### src/lat_consts.svh
////////////////////////////////////////
// Widths, depths and delay ranges for the latency model
// Delay maxima must stay below 2**LAT_DELAY_W
// The LFSR seed must be non-zero
////////////////////////////////////////
`ifndef LAT_CONSTS_SVH
`define LAT_CONSTS_SVH

// Payload widths
`define LAT_TAG_W            13
`define LAT_DATA_W           32

// FIFO depth 8 with almost-full at 6 entries
`define LAT_FIFO_DEPTH_LOG2  3
`define LAT_FIFO_AFULL       6

// Slot array size and counter width
`define LAT_NUM_SLOTS        16
`define LAT_DELAY_W          5

// Delay ranges in cycles, both ends inclusive
`define LAT_RDLINE_MIN       4
`define LAT_RDLINE_MAX       15
`define LAT_WRLINE_MIN       2
`define LAT_WRLINE_MAX       9
`define LAT_WRTHRU_MIN       6
`define LAT_WRTHRU_MAX       20
`define LAT_INTR_MIN         1
`define LAT_INTR_MAX         3

// Fallback for kinds without a range
`define LAT_UNDEF_DELAY      12

`define LAT_LFSR_SEED        16'hB5C3

`endif

### src/lat_pkg.sv
////////////////////////////////////////
// Request types for design and testbench
// Kind codes 5 to 7 are undefined kinds
////////////////////////////////////////
`include "lat_consts.svh"

package lat_pkg;

   // Request kind encoding
   typedef enum logic [2:0] {
      rdline  = 3'd0,
      wrline  = 3'd1,
      wrthru  = 3'd2,
      wrfence = 3'd3,
      intr    = 3'd4
   } req_kind_t;

   // Request header of 16 bits
   typedef struct packed {
      req_kind_t             kind;
      logic [`LAT_TAG_W-1:0] tag;
   } meta_t;

   typedef logic [`LAT_DATA_W-1:0] data_t;

   // Slot index and countdown value
   typedef logic [$clog2(`LAT_NUM_SLOTS)-1:0] slot_idx_t;
   typedef logic [`LAT_DELAY_W-1:0] delay_t;

endpackage

### src/lat_fifo.sv
////////////////////////////////////////
// Show-ahead FIFO of 2**LAT_FIFO_DEPTH_LOG2 entries
// Write when full or pop when empty is dropped
// and flagged by a one-cycle pulse
////////////////////////////////////////
`include "lat_consts.svh"

module lat_fifo import lat_pkg::*; (
   input  logic  clk,
   input  logic  rst,
   input  logic  wr_en_i,
   input  meta_t wr_meta_i,
   input  data_t wr_data_i,
   input  logic  rd_en_i,
   output meta_t rd_meta_o,
   output data_t rd_data_o,
   output logic  empty_o,
   output logic  afull_o,
   output logic  overflow_o,
   output logic  underflow_o
);

   localparam int PTR_W = `LAT_FIFO_DEPTH_LOG2;
   localparam int DEPTH = 1 << PTR_W;

   // Storage
   meta_t mem_meta [DEPTH];
   data_t mem_data [DEPTH];

   logic [PTR_W-1:0] wr_ptr;
   logic [PTR_W-1:0] rd_ptr;
   // One extra bit so a full FIFO is distinct from empty
   logic [PTR_W:0]   count;
   logic             full;
   logic             wr_ok;
   logic             rd_ok;

   assign full    = (count == (PTR_W+1)'(DEPTH));
   assign empty_o = (count == '0);
   assign afull_o = (count >= (PTR_W+1)'(`LAT_FIFO_AFULL));

   // Accepted operations only
   assign wr_ok = wr_en_i && !full;
   assign rd_ok = rd_en_i && !empty_o;

   // Head is read straight from the array
   assign rd_meta_o = mem_meta[rd_ptr];
   assign rd_data_o = mem_data[rd_ptr];

   // Pointers, occupancy and error pulses
   always_ff @(posedge clk) begin
      if (rst) begin
         wr_ptr      <= '0;
         rd_ptr      <= '0;
         count       <= '0;
         overflow_o  <= 1'b0;
         underflow_o <= 1'b0;
      end else begin
         overflow_o  <= wr_en_i && full;
         underflow_o <= rd_en_i && empty_o;
         if (wr_ok) begin
            wr_ptr <= wr_ptr + 1'b1;
         end
         if (rd_ok) begin
            rd_ptr <= rd_ptr + 1'b1;
         end
         // Simultaneous push and pop keep the count
         case ({wr_ok, rd_ok})
            2'b10:   count <= count + 1'b1;
            2'b01:   count <= count - 1'b1;
            default: count <= count;
         endcase
      end
   end

   // Payload write
   always_ff @(posedge clk) begin
      if (wr_ok) begin
         mem_meta[wr_ptr] <= wr_meta_i;
         mem_data[wr_ptr] <= wr_data_i;
      end
   end

endmodule

### src/lat_fence_gate.sv
////////////////////////////////////////
// Moves input FIFO heads into the slot array
// At most one push per cycle
// A write fence is popped once the array drains
////////////////////////////////////////

module lat_fence_gate import lat_pkg::*; (
   input  logic  clk,
   input  logic  rst,
   input  meta_t head_meta_i,
   input  data_t head_data_i,
   input  logic  head_empty_i,
   input  logic  array_full_i,
   input  logic  array_empty_i,
   output logic  head_pop_o,
   output logic  push_o,
   output meta_t push_meta_o,
   output data_t push_data_o
);

   // Push control states
   typedef enum logic [1:0] {
      st_pass       = 2'd0,
      st_fence_wait = 2'd1,
      st_fence_drop = 2'd2
   } gate_state_t;

   gate_state_t state_q;
   gate_state_t state_d;
   logic        head_is_fence;

   assign head_is_fence = !head_empty_i && (head_meta_i.kind == wrfence);

   // Slot array loads the head at the edge that pops it
   assign push_meta_o = head_meta_i;
   assign push_data_o = head_data_i;

   always_comb begin
      state_d    = state_q;
      push_o     = 1'b0;
      head_pop_o = 1'b0;
      case (state_q)
         st_pass: begin
            if (head_is_fence) begin
               // Hold back everything behind the fence
               state_d = st_fence_wait;
            end else if (!head_empty_i && !array_full_i) begin
               push_o     = 1'b1;
               head_pop_o = 1'b1;
            end
         end
         st_fence_wait: begin
            // All earlier requests gone from the slots
            if (array_empty_i) begin
               state_d = st_fence_drop;
            end
         end
         st_fence_drop: begin
            // Discard the fence without a push
            head_pop_o = 1'b1;
            state_d    = st_pass;
         end
         default: begin
            state_d = st_pass;
         end
      endcase
   end

   always_ff @(posedge clk) begin
      if (rst) begin
         state_q <= st_pass;
      end else begin
         state_q <= state_d;
      end
   end

endmodule

### src/lat_delay_gen.sv
////////////////////////////////////////
// Pseudo-random delay per request kind
// The LFSR steps every cycle whether used or not
// Wrfence and undefined kinds get LAT_UNDEF_DELAY
////////////////////////////////////////
`include "lat_consts.svh"

module lat_delay_gen import lat_pkg::*; (
   input  logic      clk,
   input  logic      rst,
   input  req_kind_t kind_i,
   output delay_t    delay_o
);

   logic [15:0] lfsr_q;
   logic        feedback;
   logic [7:0]  rnd;

   // Taps for x^16 + x^14 + x^13 + x^11 + 1
   assign feedback = lfsr_q[15] ^ lfsr_q[13] ^ lfsr_q[12] ^ lfsr_q[10];
   assign rnd      = lfsr_q[7:0];

   always_ff @(posedge clk) begin
      if (rst) begin
         lfsr_q <= `LAT_LFSR_SEED;
      end else begin
         lfsr_q <= {lfsr_q[14:0], feedback};
      end
   end

   // Fold the random byte into lo..hi
   function automatic delay_t pick(input logic [7:0] r,
                                   input int unsigned lo,
                                   input int unsigned hi);
      int unsigned span;
      span = hi - lo + 1;
      return delay_t'(lo + (r % span));
   endfunction

   always_comb begin
      case (kind_i)
         rdline:  delay_o = pick(rnd, `LAT_RDLINE_MIN, `LAT_RDLINE_MAX);
         wrline:  delay_o = pick(rnd, `LAT_WRLINE_MIN, `LAT_WRLINE_MAX);
         wrthru:  delay_o = pick(rnd, `LAT_WRTHRU_MIN, `LAT_WRTHRU_MAX);
         intr:    delay_o = pick(rnd, `LAT_INTR_MIN, `LAT_INTR_MAX);
         // Fence and undefined kinds share the fallback
         default: delay_o = delay_t'(`LAT_UNDEF_DELAY);
      endcase
   end

endmodule

### src/lat_slot_array.sv
////////////////////////////////////////
// LAT_NUM_SLOTS request slots with countdown
// Push needs a free slot and the caller checks array_full_o
// Release is one per cycle while the output FIFO is below almost-full
////////////////////////////////////////
`include "lat_consts.svh"

module lat_slot_array import lat_pkg::*; (
   input  logic   clk,
   input  logic   rst,
   input  logic   push_i,
   input  meta_t  push_meta_i,
   input  data_t  push_data_i,
   input  delay_t push_delay_i,
   input  logic   out_afull_i,
   output logic   array_full_o,
   output logic   array_empty_o,
   output logic   out_wr_o,
   output meta_t  out_meta_o,
   output data_t  out_data_o
);

   localparam int N = `LAT_NUM_SLOTS;

   // Slot records
   meta_t  slot_meta [N];
   data_t  slot_data [N];
   delay_t slot_cnt  [N];
   // Slot holds a request
   logic [N-1:0] busy_q;
   // Countdown finished and waiting for release
   logic [N-1:0] ready_q;

   slot_idx_t free_idx;
   slot_idx_t rel_idx;
   logic      do_push;
   logic      do_release;

   // Priority search for the lowest set bit
   // Scans from the top so the lowest index is written last
   function automatic slot_idx_t lowest_idx(input logic [N-1:0] vec);
      slot_idx_t idx;
      idx = '0;
      for (int i = N - 1; i >= 0; i--) begin
         if (vec[i]) begin
            idx = slot_idx_t'(i);
         end
      end
      return idx;
   endfunction

   assign free_idx = lowest_idx(~busy_q);
   assign rel_idx  = lowest_idx(ready_q);

   assign array_full_o  = &busy_q;
   assign array_empty_o = ~|busy_q;

   // Guard against a push into a full array
   assign do_push    = push_i && !array_full_o;
   // Back-pressure from the output FIFO
   assign do_release = (|ready_q) && !out_afull_i;

   // Slot state and countdown
   always_ff @(posedge clk) begin
      if (rst) begin
         busy_q   <= '0;
         ready_q  <= '0;
         out_wr_o <= 1'b0;
         for (int i = 0; i < N; i++) begin
            slot_cnt[i] <= '0;
         end
      end else begin
         out_wr_o <= do_release;

         // Count down, then mark ready one cycle after zero
         for (int i = 0; i < N; i++) begin
            if (busy_q[i] && !ready_q[i]) begin
               if (slot_cnt[i] == '0) begin
                  ready_q[i] <= 1'b1;
               end else begin
                  slot_cnt[i] <= slot_cnt[i] - 1'b1;
               end
            end
         end

         // Freed slot becomes usable next cycle
         if (do_release) begin
            busy_q[rel_idx]  <= 1'b0;
            ready_q[rel_idx] <= 1'b0;
         end

         // Push and release never hit the same slot
         if (do_push) begin
            busy_q[free_idx]   <= 1'b1;
            ready_q[free_idx]  <= 1'b0;
            slot_cnt[free_idx] <= push_delay_i;
         end
      end
   end

   // Payload capture and registered release toward the output FIFO
   always_ff @(posedge clk) begin
      if (do_push) begin
         slot_meta[free_idx] <= push_meta_i;
         slot_data[free_idx] <= push_data_i;
      end
      if (do_release) begin
         out_meta_o <= slot_meta[rel_idx];
         out_data_o <= slot_data[rel_idx];
      end
   end

endmodule

### src/lat_scoreboard_top.sv
////////////////////////////////////////
// Latency model for a coherent request channel
// Requests leave reordered after a random delay
// Sender must hold write_en_i low while full_o is high
////////////////////////////////////////

module lat_scoreboard_top import lat_pkg::*; (
   input  logic  clk,
   input  logic  rst,
   input  logic  write_en_i,
   input  meta_t meta_i,
   input  data_t data_i,
   input  logic  read_en_i,
   output meta_t meta_o,
   output data_t data_o,
   output logic  valid_o,
   output logic  empty_o,
   output logic  full_o,
   output logic  overflow_o,
   output logic  underflow_o
);

   // Input FIFO head
   meta_t  in_meta;
   data_t  in_data;
   logic   in_empty;
   logic   in_pop;
   logic   in_ovf;
   logic   in_udf;

   // Fence gate to slot array
   logic   push;
   meta_t  push_meta;
   data_t  push_data;
   delay_t push_delay;
   logic   arr_full;
   logic   arr_empty;

   // Slot array to output FIFO
   logic   out_wr;
   meta_t  out_meta;
   data_t  out_data;
   logic   out_afull;
   logic   out_empty;
   logic   out_ovf;
   logic   out_udf;

   lat_fifo u_in_fifo (
      .clk         (clk),
      .rst         (rst),
      .wr_en_i     (write_en_i),
      .wr_meta_i   (meta_i),
      .wr_data_i   (data_i),
      .rd_en_i     (in_pop),
      .rd_meta_o   (in_meta),
      .rd_data_o   (in_data),
      .empty_o     (in_empty),
      .afull_o     (full_o),
      .overflow_o  (in_ovf),
      .underflow_o (in_udf)
   );

   lat_fence_gate u_fence_gate (
      .clk           (clk),
      .rst           (rst),
      .head_meta_i   (in_meta),
      .head_data_i   (in_data),
      .head_empty_i  (in_empty),
      .array_full_i  (arr_full),
      .array_empty_i (arr_empty),
      .head_pop_o    (in_pop),
      .push_o        (push),
      .push_meta_o   (push_meta),
      .push_data_o   (push_data)
   );

   // Delay follows the current head kind
   lat_delay_gen u_delay_gen (
      .clk     (clk),
      .rst     (rst),
      .kind_i  (in_meta.kind),
      .delay_o (push_delay)
   );

   lat_slot_array u_slot_array (
      .clk           (clk),
      .rst           (rst),
      .push_i        (push),
      .push_meta_i   (push_meta),
      .push_data_i   (push_data),
      .push_delay_i  (push_delay),
      .out_afull_i   (out_afull),
      .array_full_o  (arr_full),
      .array_empty_o (arr_empty),
      .out_wr_o      (out_wr),
      .out_meta_o    (out_meta),
      .out_data_o    (out_data)
   );

   lat_fifo u_out_fifo (
      .clk         (clk),
      .rst         (rst),
      .wr_en_i     (out_wr),
      .wr_meta_i   (out_meta),
      .wr_data_i   (out_data),
      .rd_en_i     (read_en_i),
      .rd_meta_o   (meta_o),
      .rd_data_o   (data_o),
      .empty_o     (out_empty),
      .afull_o     (out_afull),
      .overflow_o  (out_ovf),
      .underflow_o (out_udf)
   );

   assign empty_o = out_empty;
   assign valid_o = !out_empty;

   // Error flags from both FIFOs
   assign overflow_o  = in_ovf | out_ovf;
   assign underflow_o = in_udf | out_udf;

endmodule

### config.mk
export PLATFORM = sky130hd
export DESIGN_NAME = lat_scoreboard_top
export DESIGN_NICKNAME = d
export VERILOG_FILES = /design/src/lat_pkg.sv /design/src/lat_fifo.sv /design/src/lat_fence_gate.sv /design/src/lat_delay_gen.sv /design/src/lat_slot_array.sv /design/src/lat_scoreboard_top.sv
export VERILOG_INCLUDE_DIRS = /design/src
export SDC_FILE = /design/constraint.sdc
export NUM_CORES = 2
export LEC_CHECK = 0
export ABC_AREA = 1
export BUFFER_PORTS_ARGS = -buffer_cell sky130_fd_sc_hd__buf_2
export CORE_UTILIZATION = 47
export CTS_BUF_LIST = sky130_fd_sc_hd__clkbuf_2 sky130_fd_sc_hd__clkbuf_4 sky130_fd_sc_hd__clkbuf_8
export CTS_CLUSTER_DIAMETER = 150
export DETAILED_ROUTE_END_ITERATION = 10
export PLACE_DENSITY = 0.63
export SLEW_MARGIN = 5
export SYNTH_ARGS = -nofsm -noshare
export SYNTH_HDL_FRONTEND = slang
export SYNTH_SLANG_ARGS = --single-unit
### constraint.sdc
create_clock -name clk -period 8.77 [get_ports clk]
set_input_delay 0 -clock clk [delete_from_list [all_inputs] [get_ports clk]]
set_output_delay 0 -clock clk [all_outputs]
set_load 0.1 [all_outputs]
==> results.tsv <==
metric	value	unit
worst clock skew	0.0970	ns
pre-CTS WS	1.39	ns
H-tree level count	5	
clk slew on worst S/H paths	0.06	ns
top_reg_cell synth	edfxtp_1	
area leader, netlist	edfxtp_1	
Hold-fix buffers, CTS	103	
Layout Nets	6072	
Core Util, Final	53.8	%
most common cell after layout, fill and taps aside	edfxtp_1	
root buf cell	clkbuf_8	
Synth area leaders	edfxtp_1, nand2_1, nor2_1, o21ai_0, dfxtp_1	
most frequent cells in the layout	edfxtp_1, nand2_1, nor2_1	
CTS tree	done	
Hold Slack	0.120	ns
Startpoint Class	register	
die area	151000	µm²
I/O Buffers	104	
Sinks on Clock Net	1745	
die outline height	388	µm
post-route worst setup slack	1.42	ns
Mapped Nets	5737	
Seq cells post-synth	1745	
critical path arrival	8.00	ns
Post-Route WL	169000	µm
Max clock buf depth	4	
setup TNS	0	ns
total power	0.0232	W
period utilization	83.8	%
vias per cell	5.51	
DR WL/cell	20.9	µm
Initial Util	47.4	%
via count	44667	
crit-path max FO	15	
min-delay worst type	primary input to register	
Mapped Cells	5643	
Seq/Total Area, Yosys	73.7	%
routability cong.	0.836	
core area	148000	µm²
minimum clock period	7.35	ns
Yosys cell types	53	
Worst-Skew Late Latency	1.02	ns
iteration-0 DRC count of the detailed router	3979	
status	complete, no violations	
share of cells above drive strength 1	13.4	%
worst vdd ir	0.211	mV
DR DRC count	0	
CP Capture Type	register	
largest net degree at the start of global routing	143	
R2R Setup Slk	1.42	ns
RSZ-0062 raised after global routing	no	
HPWL after DPL	87300	µm
Pre-antenna DRT Iters	5	
worst slew pin tran	1.30	ns
CP max stage delay	0.55	ns
Avg Synthesized Cell Area	12.4	µm²
grt ovf	0	
synthesized area	70000	µm²
Antenna Nets Post-Route	0	
TritonCTS buffer count	300	
Critical Path RT	9.42	ns
first-pass GRT wire length	256000	µm
Fmax	0.136	GHz
Post-synth EDFFs	1664	
# rows	141	
vias in the first global route	43515	
CTS resizes	0	
die width	388	µm
Top Ports	105	
post-CTS setup buffers	0	
Yosys warning total	0	
ys async rst share	0	%
initial antenna violation count	21	
Max Cap Violations	0	
Final Hold Vio Count	0	
total track usage	22.2	%
final slew viol count	0	
final setup vio count	0	
slowest stage cell, crit path	inv_1	
crit path kind	register to register	
Worst slew margin	12.7	%
Leak Pwr	27.5	nW
P per Cell Area	292	nW/µm²
post-synth top area share	71.4	%
Synth-to-Final Area Change	13.7	%
[per-layer routing]
metal  global-route usage (%)  share of wire [%]  up-vias
met1                     29.8                 43    21932
met3                     4.77                7.2      274
met4                     6.29                2.0        6
li1                         -                  -    20998
met2                     36.5                 47     1457
met5                        0              0.024        -
[logic make-up (layout without fill, tap and decap cells)]
group,Yosys count,in the layout,synth area share [%]
other,0,8,0
buffers and inverters,561,1093,3.08
adders and majority gates,42,42,0.772
AOI/OAI and AO/OA,930,930,7.96
xor gates and xnor gates,39,39,0.499
and+or+nand+nor,2326,2326,14.0
DFF,1745,1745,73.7
[worst paths after layout]
kind / from / endpoint / cells after the start
max: u_delay_gen.lfsr_q[1] / u_slot_array.slot_cnt[4][1] / 46
max reg2reg: u_delay_gen.lfsr_q[1] / u_slot_array.slot_cnt[4][1] / 46
min reg2reg: u_delay_gen.lfsr_q[8] / u_delay_gen.lfsr_q[9] / 2
min: write_en_i / u_in_fifo.wr_ptr[2] / 6
[where the power goes]
part	switching, W	leakage (nW)	internal (W)
logic	0.00448	8.74	0.00126
clock network	0.00305	2.93	0.00378
registers	0.000304	15.8	0.0104
[critical path, delay by kind of cell (launching register included)]
family / cells / cell delay [ns]
adder cells (fa/ha/maj): 5 / 1.21
flip-flops: 1 / 0.52
AO/OA/AOI/OAI: 3 / 0.39
AND/OR/NAND/NOR: 30 / 3.65
buffers and inverters: 8 / 1.26
[flip-flops by register name, indices dropped and copies added (netlist names), 2 cells and up, named ones only]
name and flops:
u_slot_array.slot_data 512, u_in_fifo.mem_data 256, u_out_fifo.mem_data 256, u_slot_array.slot_meta 256
u_in_fifo.mem_meta 128, u_out_fifo.mem_meta 128, u_slot_array.slot_cnt 80, u_slot_array.out_data_o 32
u_delay_gen.lfsr_q 16, u_slot_array.busy_q 16, u_slot_array.out_meta_o 16, u_slot_array.ready_q 16
u_in_fifo.count 4, u_out_fifo.count 4, u_in_fifo.rd_ptr 3, u_in_fifo.wr_ptr 3
u_out_fifo.rd_ptr 3, u_out_fifo.wr_ptr 3, u_fence_gate.state_q 2
[stage by stage]
| stage | std cells | area [µm²] |
|---|---|---|
| 2_1_floorplan | 5643 | 70000 |
| 3_3_place_gp | 7503 | 73000 |
| 3_5_place_dp | 7503 | 73000 |
| 4_1_cts | 8105 | 79600 |
| 5_1_grt | 8112 | 79600 |
| 6_report | 8113 | 79600 |
[cells in the mapped netlist (5+ instances only)]
master and instances:
edfxtp_1 1664, a21oi_1 44, a221oi_1 49, buf_1 18, buf_6 5, o22ai_1 134, nor2_4 7, nand3_2 12
buf_2 5, a31oi_1 99, nand4_1 170, or2_2 27, xnor2_1 15, nor2_1 853, nor2_2 9, o2111ai_1 48
inv_2 9, xor2_1 23, o21ai_0 475, nand2_1 1057, nand3_1 109, a22o_1 48, dfxtp_1 81, o21ai_1 9
nor4_1 11, nand2_2 27, nor3_1 23, ha_1 40, inv_1 280, clkbuf_1 242, nand2_4 9
[layout make-up]
type	instances	area, µm²
antenna	8	20.0
clock buffer	424	5110
clock inverter	75	377
fill	12404	68200
inverter	290	1100
multi-input combinational	3337	16600
sequential	1745	51600
tap	1930	2410
timing repair buffer	304	2320
Note: power is estimated with default switching activity, not from simulation.
